--- config.mk ---
export PLATFORM = sky130hd
export DESIGN_NAME = mt_1r2w_top
export DESIGN_NICKNAME = d
export VERILOG_FILES = /design/src/hw/mt_pkg.sv /design/src/hw/mt_1r2w_top.sv /design/src/hw/mt_bank_alloc.sv /design/src/hw/mt_map_table.sv /design/src/hw/mt_read_return.sv /design/src/hw/mt_word_align.sv /design/src/hw/sram_1rw.sv
export SDC_FILE = /design/constraint.sdc
export NUM_CORES = 2
export LEC_CHECK = 0
export ABC_AREA = 0
export BUFFER_PORTS_ARGS = -buffer_cell sky130_fd_sc_hd__buf_2
export CELL_PAD_IN_SITES_DETAIL_PLACEMENT = 2
export CELL_PAD_IN_SITES_GLOBAL_PLACEMENT = 2
export CORE_UTILIZATION = 35
export CTS_CLUSTER_SIZE = 24
export DETAILED_ROUTE_END_ITERATION = 10
export GPL_TIMING_DRIVEN = 0
export PLACE_DENSITY = 0.72
export SLEW_MARGIN = 20
export SYNTH_ARGS = -nofsm -noshare
export SYNTH_HDL_FRONTEND = slang
export SYNTH_SLANG_ARGS = --single-unit
--- constraint.sdc ---
create_clock -name clk -period 14.65 [get_ports clk]
set_clock_uncertainty 0.2 [all_clocks]
set_input_delay 0.7325 -clock clk [delete_from_list [all_inputs] [get_ports clk]]
set_output_delay 0.7325 -clock clk [all_outputs]
set_load 0.01 [all_outputs]
--- src/hw/mt_pkg.sv ---
`default_nettype none

package mt_pkg;

  localparam int WIDTH    = 16;
  localparam int BITADDR  = 6;

  localparam int NUM_VBNK = 4;
  localparam int BITVBNK  = 2;
  localparam int NUM_PBNK = 6;  // two spare banks per virtual row
  localparam int BITPBNK  = 3;
  localparam int NUM_VROW = 16;
  localparam int BITVROW  = 4;

  localparam int NUM_WRDS = 4;  // virtual rows packed side by side in one wide row
  localparam int BITWRDS  = 2;
  localparam int NUM_SROW = 4;
  localparam int BITSROW  = 2;
  localparam int PHYWDTH  = NUM_WRDS * WIDTH;

  localparam int NUM_REQ  = 3;  // read, write 0, write 1 in that order
  localparam int NUM_WRPT = 2;

  typedef struct packed {
    logic               vld;
    logic [BITADDR-1:0] addr;
    logic [WIDTH-1:0]   data;
  } mem_req_t;

  typedef struct packed {
    logic               read;
    logic               write;
    logic [BITVROW-1:0] vrow;
    logic [WIDTH-1:0]   data;
  } bank_cmd_t;

  // entry v holds the physical bank of virtual bank v
  typedef logic [NUM_VBNK-1:0][BITPBNK-1:0] map_row_t;

endpackage

`default_nettype wire

--- src/hw/mt_1r2w_top.sv ---
`timescale 1ns/1ps
`default_nettype none

module mt_1r2w_top (
  input  logic                       clk,
  input  logic                       rst,
  input  logic                       read,
  input  logic [mt_pkg::BITADDR-1:0] rd_addr,
  input  logic                       wr0,
  input  logic [mt_pkg::BITADDR-1:0] wr0_addr,
  input  logic [mt_pkg::WIDTH-1:0]   wr0_din,
  input  logic                       wr1,
  input  logic [mt_pkg::BITADDR-1:0] wr1_addr,
  input  logic [mt_pkg::WIDTH-1:0]   wr1_din,
  output logic                       rd_vld,
  output logic [mt_pkg::WIDTH-1:0]   rd_dout,
  output logic                       ready
);
  import mt_pkg::*;

  mem_req_t            req       [NUM_REQ];
  logic [BITVROW-1:0]  rd_row    [NUM_REQ];
  map_row_t            map_row   [NUM_REQ];
  bank_cmd_t           cmd       [NUM_PBNK];
  logic [BITPBNK-1:0]  rd_pbnk;
  logic [NUM_WRPT-1:0] upd_vld;
  logic [BITVROW-1:0]  upd_row   [NUM_WRPT];
  map_row_t            upd_map   [NUM_WRPT];
  logic [WIDTH-1:0]    bank_word [NUM_PBNK];

  assign req[0] = '{vld: read, addr: rd_addr, data: '0};
  assign req[1] = '{vld: wr0, addr: wr0_addr, data: wr0_din};
  assign req[2] = '{vld: wr1, addr: wr1_addr, data: wr1_din};

  for (genvar i = 0; i < NUM_REQ; i++) begin : g_row
    assign rd_row[i] = req[i].addr[BITADDR-1:BITVBNK];  // upper bits give the virtual row
  end

  mt_map_table u_map_table (
    .clk     (clk),
    .rst     (rst),
    .rd_row  (rd_row),
    .map_out (map_row),
    .upd_vld (upd_vld),
    .upd_row (upd_row),
    .upd_map (upd_map),
    .ready   (ready)
  );

  mt_bank_alloc u_bank_alloc (
    .ready   (ready),
    .req     (req),
    .map_in  (map_row),
    .cmd     (cmd),
    .rd_pbnk (rd_pbnk),
    .upd_vld (upd_vld),
    .upd_row (upd_row),
    .upd_map (upd_map)
  );

  for (genvar b = 0; b < NUM_PBNK; b++) begin : g_bank
    logic               mem_read;
    logic               mem_write;
    logic [BITSROW-1:0] mem_addr;
    logic [PHYWDTH-1:0] mem_bw;
    logic [PHYWDTH-1:0] mem_din;
    logic [PHYWDTH-1:0] mem_dout;

    mt_word_align u_align (
      .clk       (clk),
      .cmd       (cmd[b]),
      .mem_read  (mem_read),
      .mem_write (mem_write),
      .mem_addr  (mem_addr),
      .mem_bw    (mem_bw),
      .mem_din   (mem_din),
      .mem_dout  (mem_dout),
      .dout      (bank_word[b])
    );

    sram_1rw u_sram (
      .clk   (clk),
      .read  (mem_read),
      .write (mem_write),
      .addr  (mem_addr),
      .bw    (mem_bw),
      .din   (mem_din),
      .dout  (mem_dout)
    );
  end

  mt_read_return u_read_return (
    .clk       (clk),
    .rst       (rst),
    .read_fire (ready && read),  // reads before the sweep ends are ignored
    .rd_pbnk   (rd_pbnk),
    .bank_word (bank_word),
    .rd_vld    (rd_vld),
    .rd_dout   (rd_dout)
  );

endmodule

`default_nettype wire

--- src/hw/mt_bank_alloc.sv ---
`timescale 1ns/1ps
`default_nettype none

module mt_bank_alloc (
  input  logic                        ready,
  input  mt_pkg::mem_req_t            req     [mt_pkg::NUM_REQ],
  input  mt_pkg::map_row_t            map_in  [mt_pkg::NUM_REQ],
  output mt_pkg::bank_cmd_t           cmd     [mt_pkg::NUM_PBNK],
  output logic [mt_pkg::BITPBNK-1:0]  rd_pbnk,
  output logic [mt_pkg::NUM_WRPT-1:0] upd_vld,
  output logic [mt_pkg::BITVROW-1:0]  upd_row [mt_pkg::NUM_WRPT],
  output mt_pkg::map_row_t            upd_map [mt_pkg::NUM_WRPT]
);
  import mt_pkg::*;

  logic [NUM_REQ-1:0] vld;
  logic [BITVBNK-1:0] vbnk [NUM_REQ];
  logic [BITVROW-1:0] vrow [NUM_REQ];

  function automatic logic in_row(map_row_t row, int pb);
    logic hit;
    hit = 1'b0;
    for (int v = 0; v < NUM_VBNK; v++) begin
      if (row[v] == BITPBNK'(pb)) begin
        hit = 1'b1;
      end
    end
    return hit;
  endfunction

  always_comb begin
    for (int i = 0; i < NUM_REQ; i++) begin
      vbnk[i] = req[i].addr[BITVBNK-1:0];
      vrow[i] = req[i].addr[BITADDR-1:BITVBNK];
      vld[i]  = ready && req[i].vld;
    end
    if (vld[2] && req[1].addr == req[2].addr) begin
      vld[1] = 1'b0;  // write 1 wins on a same-address pair
    end
  end

  // claim order is read, write 0, write 1
  always_comb begin
    logic [NUM_PBNK-1:0] claimed;
    map_row_t            row;
    map_row_t            prev_row;
    logic [BITPBNK-1:0]  pb;
    logic                found;

    claimed  = '0;
    prev_row = map_in[1];
    for (int p = 0; p < NUM_PBNK; p++) begin
      cmd[p] = '0;
    end

    rd_pbnk = map_in[0][vbnk[0]];  // the read never moves
    if (vld[0]) begin
      claimed[rd_pbnk]  = 1'b1;
      cmd[rd_pbnk].read = 1'b1;
      cmd[rd_pbnk].vrow = vrow[0];
    end

    for (int w = 0; w < NUM_WRPT; w++) begin
      row = map_in[w+1];
      if (w == 1 && vld[1] && vrow[1] == vrow[2]) begin
        row = prev_row;  // same row as write 0, start from its remapped row
      end
      pb         = row[vbnk[w+1]];
      found      = 1'b0;
      upd_vld[w] = 1'b0;

      if (vld[w+1] && claimed[pb]) begin
        for (int p = 0; p < NUM_PBNK; p++) begin
          if (!found && !claimed[p] && !in_row(row, p)) begin
            pb    = BITPBNK'(p);  // lowest spare bank of this row
            found = 1'b1;
          end
        end
        row[vbnk[w+1]] = pb;
        upd_vld[w]     = 1'b1;
      end

      if (vld[w+1]) begin
        claimed[pb]    = 1'b1;
        cmd[pb].write  = 1'b1;
        cmd[pb].vrow   = vrow[w+1];
        cmd[pb].data   = req[w+1].data;
      end

      upd_row[w] = vrow[w+1];
      upd_map[w] = row;
      prev_row   = row;
    end
  end

endmodule

`default_nettype wire

--- src/hw/mt_map_table.sv ---
`timescale 1ns/1ps
`default_nettype none

module mt_map_table (
  input  logic                        clk,
  input  logic                        rst,
  input  logic [mt_pkg::BITVROW-1:0]  rd_row  [mt_pkg::NUM_REQ],
  output mt_pkg::map_row_t            map_out [mt_pkg::NUM_REQ],
  input  logic [mt_pkg::NUM_WRPT-1:0] upd_vld,
  input  logic [mt_pkg::BITVROW-1:0]  upd_row [mt_pkg::NUM_WRPT],
  input  mt_pkg::map_row_t            upd_map [mt_pkg::NUM_WRPT],
  output logic                        ready
);
  import mt_pkg::*;

  map_row_t           map_q [NUM_VROW];
  logic [BITVROW-1:0] init_cnt;

  always_comb begin
    for (int i = 0; i < NUM_REQ; i++) begin
      map_out[i] = map_q[rd_row[i]];
    end
  end

  // the sweep writes one row per cycle after reset and ready follows the last row
  always_ff @(posedge clk) begin
    if (rst) begin
      init_cnt <= '0;
      ready    <= 1'b0;
    end else if (!ready) begin
      init_cnt <= init_cnt + 1'b1;
      ready    <= (init_cnt == BITVROW'(NUM_VROW - 1));
    end
  end

  always_ff @(posedge clk) begin
    if (!rst && !ready) begin
      for (int v = 0; v < NUM_VBNK; v++) begin
        map_q[init_cnt][v] <= BITPBNK'(v);  // physical bank equals virtual bank
      end
    end else if (ready) begin
      for (int i = 0; i < NUM_WRPT; i++) begin
        if (upd_vld[i]) begin
          map_q[upd_row[i]] <= upd_map[i];  // write 1 lands last and already carries write 0's move
        end
      end
    end
  end

endmodule

`default_nettype wire

--- src/hw/mt_read_return.sv ---
`timescale 1ns/1ps
`default_nettype none

module mt_read_return (
  input  logic                       clk,
  input  logic                       rst,
  input  logic                       read_fire,
  input  logic [mt_pkg::BITPBNK-1:0] rd_pbnk,
  input  logic [mt_pkg::WIDTH-1:0]   bank_word [mt_pkg::NUM_PBNK],
  output logic                       rd_vld,
  output logic [mt_pkg::WIDTH-1:0]   rd_dout
);
  import mt_pkg::*;

  logic               fire_q;
  logic [BITPBNK-1:0] pbnk_q;

  always_ff @(posedge clk) begin
    if (rst) begin
      fire_q <= 1'b0;
      rd_vld <= 1'b0;
    end else begin
      fire_q <= read_fire;
      rd_vld <= fire_q;  // second cycle after the strobe
    end
  end

  always_ff @(posedge clk) begin
    pbnk_q <= rd_pbnk;  // bank data shows up one cycle after the command
    if (fire_q) begin
      rd_dout <= bank_word[pbnk_q];
    end
  end

endmodule

`default_nettype wire

--- src/hw/mt_word_align.sv ---
`timescale 1ns/1ps
`default_nettype none

module mt_word_align (
  input  logic                       clk,
  input  mt_pkg::bank_cmd_t          cmd,
  output logic                       mem_read,
  output logic                       mem_write,
  output logic [mt_pkg::BITSROW-1:0] mem_addr,
  output logic [mt_pkg::PHYWDTH-1:0] mem_bw,
  output logic [mt_pkg::PHYWDTH-1:0] mem_din,
  input  logic [mt_pkg::PHYWDTH-1:0] mem_dout,
  output logic [mt_pkg::WIDTH-1:0]   dout
);
  import mt_pkg::*;

  logic [BITWRDS-1:0] slot;
  logic [BITWRDS-1:0] slot_q;

  assign slot      = cmd.vrow[BITWRDS-1:0];  // row modulo 4 picks the word slot
  assign mem_read  = cmd.read;
  assign mem_write = cmd.write;
  assign mem_addr  = cmd.vrow[BITVROW-1:BITWRDS];
  assign mem_din   = {NUM_WRDS{cmd.data}};  // the mask keeps only the chosen slot
  assign mem_bw    = {{(PHYWDTH - WIDTH){1'b0}}, {WIDTH{1'b1}}} << (slot * WIDTH);

  // the bank returns data one cycle later, so the slot must follow it
  always_ff @(posedge clk) begin
    if (cmd.read) begin
      slot_q <= slot;
    end
  end

  assign dout = mem_dout[slot_q * WIDTH +: WIDTH];

endmodule

`default_nettype wire

--- src/hw/sram_1rw.sv ---
`timescale 1ns/1ps
`default_nettype none

module sram_1rw (
  input  logic                       clk,
  input  logic                       read,
  input  logic                       write,
  input  logic [mt_pkg::BITSROW-1:0] addr,
  input  logic [mt_pkg::PHYWDTH-1:0] bw,
  input  logic [mt_pkg::PHYWDTH-1:0] din,
  output logic [mt_pkg::PHYWDTH-1:0] dout
);
  import mt_pkg::*;

  logic [PHYWDTH-1:0] mem [NUM_SROW];

  always_ff @(posedge clk) begin
    if (write) begin
      mem[addr] <= (mem[addr] & ~bw) | (din & bw);  // bit mask merge
    end
    if (read) begin
      dout <= mem[addr];
    end
  end

endmodule

`default_nettype wire

==> results_dict.tcl <==
set metrics [dict create \
    run_status "finished, final reports clean" \
    drc 0 \
    fp.dieH_um 523 \
    rr_worst_depth 25 \
    fin_crit_sh 0.758 \
    dieWidth_um 523 \
    clk_pin_slew_ns 0.07 \
    path_class "primary input to flop" \
    synth_top_family_by_area "multiplexers" \
    synthTopCellsByArea "edfxtp_1 (68%), mux2i_1 (11%), mux4_2 (8.7%), mux2_2 (3.8%), a22o_1 (0.92%)" \
    grt_first_pass_wirelength_um 492000 \
    crit_buf_inv 10 \
    syn_area_mm2 0.0952 \
    initial_core_util 0.352 \
    ant_nets 0 \
    slew_headroom 0.152 \
    leakage_uw 0.0417 \
    gp_routability_congestion 0.919 \
    synth_cells 5306 \
    syn_nets 5362 \
    worst_path_dominant_cell_family "compound AO/OA/AOI/OAI gates" \
    async_reset_ff_frac 0 \
    portBuffers 66 \
    seq_area_mm2 0.0645 \
    place_ws_ns 2.95 \
    yosysWarningCount 0 \
    grt_max_degree 23 \
    powerDensity_mw_per_mm2 117 \
    yosysSeqAreaShare 0.677 \
    cts_max_level 4 \
    numCtsBuffers 232 \
    drtIter0Drc 6644 \
    worstSetupPathDepth 28 \
    timing.final.hold_violations 0 \
    endpoint "g_bank[5].u_sram.mem[0][25]$_DFFE_PP_" \
    crit_required_ns 15.03 \
    via_per_inst 5.96 \
    max_freq_ghz 0.0900 \
    synthToLayoutAreaGrowth_pct 16.4 \
    synth_seq_cells 2150 \
    ys.flop_type "edfxtp_1" \
    synth_xor_area_frac 0.000999 \
    post-cts-setup-buffers 0 \
    cp-end-kind "flop" \
    start_kind "primary input" \
    slew_viol_final 0 \
    drt_pass1_iterations 8 \
    placed_area_mm2 0.104 \
    synth-simple-area-share 0.0238 \
    rsz0062_at_grt "no" \
    crit_top_cell "buf_16" \
    fin_tns_setup_ns 0 \
    insertion_delay_ns 0.95 \
    ff2ff_setup_slack_ns 4.09 \
    synthAdderAreaFrac 0.000131 \
    maxCapViolations 0 \
    cts_tree "built" \
    grt_pass1_vias 60363 \
    rows 191 \
    timing.hold.ws_ns 0.263 \
    r2r-start "u_map_table.map_q[7][4]$_DFFE_PP_" \
    cts_num_sinks 2150 \
    multi_input_area_mm2 0.0292 \
    arrival_ns 11.49 \
    clockBufferDepth 4 \
    synthDistinctLibCells 103 \
    antenna_found_initial 27 \
    drt_wl_total_um 357000 \
    wl_per_cell_um 37.5 \
    dp_hpwl_um 250000 \
    synth_enable_flop_cells 2140 \
    vias 56691 \
    critPathMaxFanout 17 \
    avgSynthCellArea_um2 17.9 \
    finalCriticalPeriod_ns 11.11 \
    slowest_delay_ns 0.84 \
    crit_start "rd_addr[2]" \
    layout_commonest_cell "edfxtp_1" \
    core-area_mm2 0.271 \
    synth.top_cell.area_share 0.675 \
    setup_slack_ns 3.54 \
    drive_gt1_frac 0.257 \
    worstMarginPinSlew_ns 1.27 \
    synth.area.mux_share 0.237 \
    crit_slowest_cell "a21boi_0" \
    die-area_mm2 0.274 \
    root_buffer "clkbuf_16" \
    synth_compound_area_frac 0.0403 \
    overflow 0 \
    final_cell_mix "edfxtp_1 (2140), mux2i_1 (1051), mux4_2 (369)" \
    fin_area_mm2 0.111 \
    vdd_drop_max_v 0.000128 \
    fin_util 0.410 \
    hold_class "primary input to flop" \
    yosysTopAreaCell "edfxtp_1" \
    fillerInstances 25586 \
    ios 73 \
    finalSetupViolCount 0 \
    nets 5815 \
    grt_util_all_layers 0.257 \
    reg2reg_to "g_bank[5].u_sram.mem[0][25]$_DFFE_PP_" \
]
==> how the worst min path moves through the flow <==
stage	start	end	slack, ns	cells past startpoint
floorplan	u_map_table.init_cnt[3]$_SDFFE_PP0N_	u_map_table.ready$_SDFF_PP0_	0.30	2
detailed placement	u_map_table.init_cnt[3]$_SDFFE_PP0N_	u_map_table.ready$_SDFF_PP0_	0.37	2
CTS	rst	u_read_return.fire_q$_SDFF_PP0_	0.24	3
global route	rst	u_read_return.fire_q$_SDFF_PP0_	0.29	3
global placement	u_map_table.init_cnt[3]$_SDFFE_PP0N_	u_map_table.ready$_SDFF_PP0_	0.36	2
finish	rst	u_read_return.fire_q$_SDFF_PP0_	0.26	3
==> kinds of logic after synthesis <==
logic type	after synthesis
adder cells (fa/ha/maj)	1
AND/OR/NAND/NOR	476
buffers and inverters	418
XOR/XNOR	10
flip-flops	2150
multiplexers	1747
AO/OA/AOI/OAI	504
==> worst register-to-register path: cells and delay by family (launching register included) <==
kind	cells	cell delay [ns]
compound gates	11	4.26
buf+inv	7	2.23
flops	1	0.44
mux	1	0.51
simple gates	6	2.61
==> cell usage after synthesis, types with 22 or more instances <==
master       n
o21a_1      36
nor2_1     136
nand3_1     29
inv_1       70
buf_1       40
clkbuf_1   147
a22oi_1     69
nand2_1    160
a22o_1     100
buf_4       33
buf_6       22
o22ai_1     25
buf_2      102
nor3_1      31
edfxtp_1  2140
mux2i_1   1052
a21oi_1     76
mux2_2     325
mux4_2     369
o21ai_0     28
==> sequential cells by signal, summed over array words and instances, names as in the netlist <==
name,flops
g_bank.u_sram.dout,384
g_bank.u_sram.mem,1536
u_read_return.pbnk_q,3
u_read_return.rd_vld,1
u_map_table.init_cnt,4
u_read_return.fire_q,1
u_read_return.rd_dout,16
u_map_table.ready,1
u_map_table.map_q,192
g_bank.u_align.slot_q,12
==> power breakdown <==
group / leakage (uW) / switching (uW) / internal (uW)
combinational: 0.0179 / 331 / 122
sequential: 0.0203 / 6.93 / 6670
clock: 0.00352 / 2510 / 3300
total: 0.0417 / 2850 / 10100
==> layer usage <==
layer	track usage	wire length, um	vias to the layer above
met1	0.313	134000	30487
met5	0	197	-
met3	0.0464	27200	837
met4	0.135	20800	28
li1	-	-	22499
met2	0.435	175000	2840
==> stage by stage <==
stage,power (uW),std cells
2_1_floorplan,7020,5306
3_3_place_gp,7220,8942
3_5_place_dp,7240,9094
4_1_cts,13000,9502
5_1_grt,13200,9503
6_report,12900,9514
==> repair_timing <==
action / 4_1_cts / 5_1_grt
endpoints found under the hold margin: 1 / 0
hold buffers: 1 / 0
endpoints found under the setup margin: 0 / 0
gates resized for setup: 0 / 0
==> cell type report <==
| type | instances | area share |
|---|---|---|
| Timing Repair Buffer | 219 | 0.0303 |
| Tap cell | 3570 | 0.0403 |
| Antenna cell | 12 | 0.000271 |
| Buffer | 346 | 0.0160 |
| Inverter | 72 | 0.00244 |
| Clock inverter | 125 | 0.0105 |
| Multi-Input combinational cell | 2738 | 0.264 |
| Clock buffer | 282 | 0.0547 |
| Sequential cell | 2150 | 0.582 |
No activity file was read; power rests on OpenSTA's default activity.
